### src/source/l1d_pkg.sv
package l1d_pkg;

    // Cache geometry
    localparam int TAG_W     = 20;
    localparam int INDEX_W   = 6;
    localparam int NUM_LINES = 64;

    typedef logic [TAG_W-1:0]   tag_t;
    typedef logic [INDEX_W-1:0] index_t;

    // Controller states
    typedef enum logic [1:0] {
        s_idle       = 2'b00,
        s_compare    = 2'b01,
        s_write_back = 2'b10,
        s_allocate   = 2'b11
    } ctrl_state_t;

    // CPU request, held by the CPU until done
    typedef struct packed {
        logic   valid;
        logic   write;
        tag_t   tag;
        index_t index;
    } cpu_req_t;

    typedef struct packed {
        logic done;
        logic hit;  // Only on the first compare
    } cpu_resp_t;

    // L2 side of the four-phase handshake
    typedef struct packed {
        logic   req;
        logic   write;  // 1 for write-back, 0 for allocate
        tag_t   tag;
        index_t index;
    } l2_req_t;

endpackage

### src/source/l1d_ctrl.sv
module l1d_ctrl import l1d_pkg::*; (
    input  logic      clk,
    input  logic      nrst,
    input  cpu_req_t  cpu_req,
    input  logic      flush,
    output cpu_resp_t cpu_resp,
    output logic      stall,
    output logic      refill,
    output l2_req_t   l2_req,
    input  logic      l2_ack
);

    index_t index;
    tag_t   lookup_tag;
    tag_t   victim_tag;
    logic   hit;
    logic   victim_dirty;
    logic   fill;
    logic   fill_dirty;
    logic   mark_dirty;
    logic   clear_all;

    tag_store u_tag_store (
        .clk          (clk),
        .nrst         (nrst),
        .index        (index),
        .lookup_tag   (lookup_tag),
        .fill         (fill),
        .fill_dirty   (fill_dirty),
        .mark_dirty   (mark_dirty),
        .clear_all    (clear_all),
        .hit          (hit),
        .victim_dirty (victim_dirty),
        .victim_tag   (victim_tag)
    );

    miss_fsm u_miss_fsm (
        .clk          (clk),
        .nrst         (nrst),
        .cpu_req      (cpu_req),
        .flush        (flush),
        .hit          (hit),
        .victim_dirty (victim_dirty),
        .victim_tag   (victim_tag),
        .index        (index),
        .lookup_tag   (lookup_tag),
        .fill         (fill),
        .fill_dirty   (fill_dirty),
        .mark_dirty   (mark_dirty),
        .clear_all    (clear_all),
        .cpu_resp     (cpu_resp),
        .stall        (stall),
        .refill       (refill),
        .l2_req       (l2_req),
        .l2_ack       (l2_ack)
    );

endmodule

### src/source/miss_fsm.sv
module miss_fsm import l1d_pkg::*; (
    input  logic      clk,
    input  logic      nrst,

    // CPU side
    input  cpu_req_t  cpu_req,
    input  logic      flush,

    // Tag store lookup results
    input  logic      hit,
    input  logic      victim_dirty,
    input  tag_t      victim_tag,

    // Tag store control
    output index_t    index,
    output tag_t      lookup_tag,
    output logic      fill,
    output logic      fill_dirty,
    output logic      mark_dirty,
    output logic      clear_all,

    output cpu_resp_t cpu_resp,
    output logic      stall,
    output logic      refill,

    // L2 four-phase port
    output l2_req_t   l2_req,
    input  logic      l2_ack
);

    ctrl_state_t state;
    ctrl_state_t next_state;
    cpu_req_t    req_q;      // Accepted request
    logic        missed;     // First compare of this request missed
    logic        l2_busy;    // req up, ack not seen yet
    logic        accept;
    logic        in_xfer;
    logic        xfer_done;
    logic        compare_hit;

    assign accept      = (state == s_idle) && !flush && cpu_req.valid;
    assign in_xfer     = (state == s_write_back) || (state == s_allocate);
    assign compare_hit = (state == s_compare) && hit;

    // Ack seen and dropped again
    assign xfer_done = in_xfer && !l2_busy && !l2_ack;

    assign index      = req_q.index;
    assign lookup_tag = req_q.tag;

    always_comb begin
        next_state = state;
        case (state)
            s_idle: begin
                if (accept)
                    next_state = s_compare;
            end
            s_compare: begin
                if (hit)
                    next_state = s_idle;
                else if (victim_dirty)
                    next_state = s_write_back;
                else
                    next_state = s_allocate;
            end
            s_write_back: begin
                if (xfer_done)
                    next_state = s_allocate;
            end
            s_allocate: begin
                if (xfer_done)
                    next_state = s_compare;  // Compare again, now hits
            end
            default: next_state = s_idle;
        endcase
    end

    always_ff @(posedge clk or negedge nrst) begin
        if (!nrst) begin
            state   <= s_idle;
            missed  <= 1'b0;
            l2_busy <= 1'b0;
        end else begin
            state <= next_state;

            if (state == s_idle)
                missed <= 1'b0;
            else if (state == s_compare && !hit)
                missed <= 1'b1;

            // Each entry into a transfer state starts one transfer
            if (next_state != state &&
                (next_state == s_write_back || next_state == s_allocate))
                l2_busy <= 1'b1;
            else if (l2_busy && l2_ack)
                l2_busy <= 1'b0;
        end
    end

    always_ff @(posedge clk) begin
        if (accept)
            req_q <= cpu_req;
    end

    // Tag store control
    assign clear_all  = (state == s_idle) && flush;  // Busy flush is dropped
    assign mark_dirty = compare_hit && req_q.write;
    assign fill       = (state == s_allocate) && xfer_done;
    assign fill_dirty = req_q.write;

    assign refill = fill;
    assign stall  = in_xfer;

    assign cpu_resp.done = compare_hit;
    assign cpu_resp.hit  = compare_hit && !missed;

    // Victim tag stays put during write-back, nothing fills the line then
    always_comb begin
        l2_req.req   = l2_busy;
        l2_req.write = (state == s_write_back);
        l2_req.tag   = (state == s_write_back) ? victim_tag : req_q.tag;
        l2_req.index = req_q.index;
    end

endmodule

### src/source/tag_store.sv
module tag_store import l1d_pkg::*; (
    input  logic   clk,
    input  logic   nrst,

    // Addressed line
    input  index_t index,
    input  tag_t   lookup_tag,

    // Updates, applied at the next edge
    input  logic   fill,
    input  logic   fill_dirty,
    input  logic   mark_dirty,
    input  logic   clear_all,

    output logic   hit,
    output logic   victim_dirty,
    output tag_t   victim_tag
);

    tag_t                 tags [NUM_LINES];
    logic [NUM_LINES-1:0] valid;
    logic [NUM_LINES-1:0] dirty;

    tag_t stored_tag;
    logic line_valid;
    logic line_dirty;
    logic tag_match;

    // Lookup on the addressed line
    assign stored_tag = tags[index];
    assign line_valid = valid[index];
    assign line_dirty = dirty[index];
    assign tag_match  = (stored_tag == lookup_tag);

    assign hit          = line_valid && tag_match;
    assign victim_dirty = line_valid && line_dirty;  // Needs write-back on replace
    assign victim_tag   = stored_tag;

    // Tag array
    always_ff @(posedge clk or negedge nrst) begin
        if (!nrst) begin
            for (int i = 0; i < NUM_LINES; i++) begin
                tags[i] <= '0;
            end
        end else if (fill) begin
            tags[index] <= lookup_tag;
        end
    end

    // Valid and dirty bits
    always_ff @(posedge clk or negedge nrst) begin
        if (!nrst) begin
            valid <= '0;
            dirty <= '0;
        end else if (clear_all) begin
            // Flush drops every line, dirty or not
            valid <= '0;
            dirty <= '0;
        end else if (fill) begin
            valid[index] <= 1'b1;
            dirty[index] <= fill_dirty;
        end else if (mark_dirty) begin
            dirty[index] <= 1'b1;  // Write hit
        end
    end

endmodule
### config.mk
export PLATFORM = sky130hd
export DESIGN_NAME = l1d_ctrl
export DESIGN_NICKNAME = d
export VERILOG_FILES = /design/src/source/l1d_pkg.sv /design/src/source/l1d_ctrl.sv /design/src/source/miss_fsm.sv /design/src/source/tag_store.sv
export SDC_FILE = /design/constraint.sdc
export NUM_CORES = 2
export LEC_CHECK = 0
export BUFFER_PORTS_ARGS = -buffer_cell sky130_fd_sc_hd__buf_2
export CAP_MARGIN = 20
export CORE_ASPECT_RATIO = 1.75
export CORE_MARGIN = 5
export CORE_UTILIZATION = 41
export DETAILED_ROUTE_END_ITERATION = 12
export SLEW_MARGIN = 20
export SYNTH_ARGS = -nofsm -noshare
export SYNTH_HDL_FRONTEND = slang
export SYNTH_SLANG_ARGS = --single-unit
export TNS_END_PERCENT = 100
### constraint.sdc
create_clock -name clk -period 3.9 [get_ports clk]
set_input_delay 0.78 -clock clk [delete_from_list [all_inputs] [get_ports clk]]
set_output_delay 0.78 -clock clk [all_outputs]
set_load 0.1 [all_outputs]
==> summary.md <==
| Metric | Value |
|---|---|
| Post-Synthesis Cells | 4,951 |
| I/O Buffers | 63 |
| Starting DRC count in detailed routing | 4,045 |
| H-Tree Depth | 4 |
| YS warnings | 0 |
| Vias per cell | 6.15 |
| Post-synthesis average cell area | about 14 sq um |
| CTS Buf Count | 149 |
| Final worst slack | -1.70 ns |
| Power Total | 0.0337 W |
| Clock Sink Count | roughly 1,400 |
| Initial antenna violation count | 3 |
| RR Endpoint | u_tag_store.dirty[12]$_DFFE_PN0P_ |
| Unique cell type count in the Yosys netlist | between 80 and 90 |
| WL met2 | approximately 130 mm |
| Rel. slew slack | 32.8% |
| Final setup TNS | -37.19 ns |
| Core Area | ~160,000 sq um |
| R2R Setup Slk | -0.46 ns |
| Crit-path cells | buf_12 > buf_16 > mux4_2 > mux2i_4 > o211ai_1 > nor4_2 > buf_4 > xor2_2 > nand3_1 > or4_4 > nand2b_4 > buf_6 > nor3_4 > buf_6 > buf_12 |
| Largest fanout on the critical path | 8 |
| Layout area overhead | 24.0% |
| TritonCTS clock tree | done |
| Fill cells | ~14,000 |
| Largest net degree at the start of global routing | between 100 and 150 |
| Final HPWL DP | between 150 and 200 mm |
| RePlAce Congestion | roughly 1.0 |
| Routed WL | 259 mm |
| Global-route wire length before repair | about 360 mm |
| LEAKAGE | around 38 nW |
| Reg clk slew, reported paths | about 0.060 ns |
| Unrepaired setup endpoints after global routing | yes |
| Die Height | about 540 um |
| Critical path origin | u_miss_fsm.index[0]$_DFFE_PP_ |
| Max-slew violations | 0 |
| Dominant synthesized flop cell | dfrtp_1 |
| WP data required | between 3 and 4 ns |
| Die area | 172,000 sq um |
| Initial Util | between 40% and 50% |
| Minimum clock period | 5.60 ns |
| Post-synth EDFFs | 27 |
| Clock tree buffer depth | 4 |
| Final setup violation count | 90 |
| Skew final | between 0.05 and 0.06 ns |
| CP Launch Type | flop |
| Flops & latches, synth | roughly 1,400 |
| Number of top-level pins | 64 |
| Status | complete, but fails checks |
| Layout cell share with drive strength beyond 1 | between 50% and 60% |
| PwrDens | roughly 400 nW/um^2 |
| Die X | between 300 and 400 um |
| Area of the multi-input gates | around 31,000 sq um |
| Dpl cell area | roughly 75,000 sq um |
| Peak VDD IR | a little under 0.3 mV |
| Max frequency | between 150 and 200 MHz |
| Arrival time worst endpoint | 4.82 ns |
| Failing checks | setup timing |
| Clk root buf | clkbuf_16 |
| Post-route cell area | 82,900 sq um |
| Row count | 196 |
| Met3 routed WL | between 10 and 15 mm |
| Vias in the first global route | between 40,000 and 50,000 |
| DRT Pass-1 Iters | 5 |
| Worst hold-check path type | in -> reg |
| Post-synth ARST share | a little over nine tenths |
| Hold Fails Final Rpt | 0 |
| Worst slack, placed | -1.45 ns |
| Syn_nets | 4,983 |
| DRT antenna net count | 0 |
| Crit share post-route | 143% |
| Stages on worst setup path | 15 |
| # DRC | 0 |
| Vias | about 47,000 |
| Mapped Area | about 67,000 sq um |
| Crit. End Element | output port |
| Routed wire per std cell | about 34 um |
| Max-cap violations | 0 |
| Top delay family on crit path | simple AND/OR/NAND/NOR gates |
| Metal-1 WL | 90.9 mm |
| Worst path slowest cell | or4_4 |
| Top sig layer | met4 |
| Slew @ Worst Pin | a little over 1 ns |
| Reg2Reg Launch Point | u_miss_fsm.index[0]$_DFFE_PP_ |
| Final Net Count | about 5,500 |
| Crit path largest cell delay | approximately 0.60 ns |
| GRT Overall Usage | about 30% |
| Crit Path Class | reg -> out |
| Register area | roughly 36,000 sq um |
| Clock Latency Late Sink | ~0.81 ns |
| R2R depth | 17 |
| WP buf/inv | 6 |
| Fraction of the yosys area taken by sequential cells | between 50 and 60% |
| CP endpoint | cpu_resp[1] |
| GRT Residual Overflow | 0 |
| Final core utilization | 51.0% |
per-stage QoR:
step | std cells | hold WS, ns
final | 7722 | 0.144
after global routing | 7721 | 0.137
after CTS | 7685 | 0.104
after detailed placement | 7380 | 0.473
after global placement | 7379 | 0.461
after floorplan | 4951 | 0.445
worst min-delay path by stage:
stage                     cells after the start                          startpoint                                 end  slack [ns]
after floorplan                               2  u_tag_store.tags[1190]$_DFFE_PN0P_  u_tag_store.tags[1190]$_DFFE_PN0P_        0.44
after global placement                        2    u_tag_store.tags[77]$_DFFE_PN0P_    u_tag_store.tags[77]$_DFFE_PN0P_        0.46
after detailed placement                      2  u_tag_store.tags[1277]$_DFFE_PN0P_  u_tag_store.tags[1277]$_DFFE_PN0P_        0.47
after CTS                                     1                          cpu_req[6]  u_miss_fsm.lookup_tag[0]$_DFFE_PP_        0.10
after global routing                          1                         cpu_req[10]  u_miss_fsm.lookup_tag[4]$_DFFE_PP_        0.14
final                                         1                          cpu_req[6]  u_miss_fsm.lookup_tag[0]$_DFFE_PP_        0.14
cell usage in the layout (no fill, tap or decap), types with 16 or more instances in the layout:
cell type	count
dfrtp_1	1412
mux2_2	1293
buf_4	607
mux2i_1	169
nand2_1	160
clkbuf_16	159
mux4_2	156
buf_12	133
o21ai_0	100
nor2_1	95
a22oi_1	86
a221oi_1	67
o21ai_2	66
a32oi_1	60
o21a_1	60
o22ai_1	54
buf_6	42
nor2_2	41
a21oi_1	40
buf_2	40
nand3_1	33
a22o_1	31
clkbuf_1	29
clkbuf_8	28
nor2_4	27
edfxtp_1	27
a22oi_2	22
clkinv_2	21
a31oi_1	18
mux2i_2	18
nand4_1	16
kinds of logic after synthesis:
group	synth area share (%)
AO/OA/AOI/OAI	8.10
XOR/XNOR	0.144
buffers and inverters	3.52
flip-flops	54.1
multiplexers	30.0
AND/OR/NAND/NOR	4.21
cells in the mapped netlist, types with 8 or more instances:
master | number | share of area [%]
mux2_2 | 1295 | 22
nand3_1 | 36 | 0.27
nor3_1 | 11 | 0.082
buf_4 | 13 | 0.15
o21ai_1 | 64 | 0.48
o221ai_1 | 12 | 0.16
o21ai_0 | 123 | 0.92
a31oi_1 | 23 | 0.22
nand2_1 | 176 | 0.99
dfrtp_1 | 1412 | 53
or3_1 | 8 | 0.075
o21a_1 | 60 | 0.67
o211ai_1 | 8 | 0.090
buf_6 | 28 | 0.47
mux4_2 | 156 | 5.3
and2_1 | 18 | 0.17
o22ai_1 | 68 | 0.64
a22o_1 | 36 | 0.47
a221oi_1 | 84 | 1.1
and3b_1 | 10 | 0.13
nor2_1 | 163 | 0.92
nor4_1 | 22 | 0.21
a21oi_1 | 48 | 0.36
nand4_1 | 16 | 0.15
mux2i_1 | 193 | 2.9
a22oi_1 | 108 | 1.2
clkbuf_1 | 305 | 1.7
o22a_1 | 8 | 0.10
a32oi_1 | 63 | 0.83
inv_1 | 12 | 0.067
edfxtp_1 | 27 | 1.2
buf_2 | 60 | 0.45
or3b_2 | 10 | 0.13
nand3b_1 | 12 | 0.13
buf_1 | 106 | 0.60
and3_1 | 13 | 0.12
registers in the layout, indices dropped and copies added (netlist names):
register               flops
u_tag_store.valid         64
u_miss_fsm.lookup_tag     20
u_miss_fsm.state           2
u_miss_fsm.fill_dirty      1
u_tag_store.dirty         64
u_tag_store.tags        1280
u_miss_fsm.l2_busy         1
u_miss_fsm.index           6
u_miss_fsm.missed          1
cell type report:
type                            count  share of cell area, %
Inverter                           14                 0.0664
Clock inverter                     47                  0.702
Timing Repair Buffer              849                   10.3
Multi-Input combinational cell   2983                   36.8
Tap cell                         2178                   3.29
Antenna cell                        2                0.00604
Sequential cell                  1439                   43.6
Clock buffer                      210                   5.22
layer usage:
layer / up-vias / GRT usage (%)
li1: 19400 / -
met4: 0 / 25.7
met3: 891 / 3.99
met2: 1974 / 49.4
met1: 25200 / 33.0
met5: - / 0
repair_timing:
action	CTS	global route
buffers inserted	43	36
cloned	9	8
pin swaps	68	106
hold buffers	1	0
gates resized for setup	258	174
setup endpoints to repair	90	90
endpoints found under the hold margin	1	0
worst reg2reg max path: cells and delay by family (launching register included):
family | cells | cell delay, ns
compound gates | 2 | 0.57
xor+xnor | 1 | 0.16
buf+inv | 8 | 1.28
flops | 1 | 0.41
mux | 2 | 0.75
simple gates | 4 | 1.12
power by group:
part           switching (W)  total (W)  internal, W
registers           0.000521     0.0164       0.0159
logic                0.00129    0.00249      0.00120
clock network        0.00620     0.0147      0.00854
No activity file was read; power rests on OpenSTA's default activity.
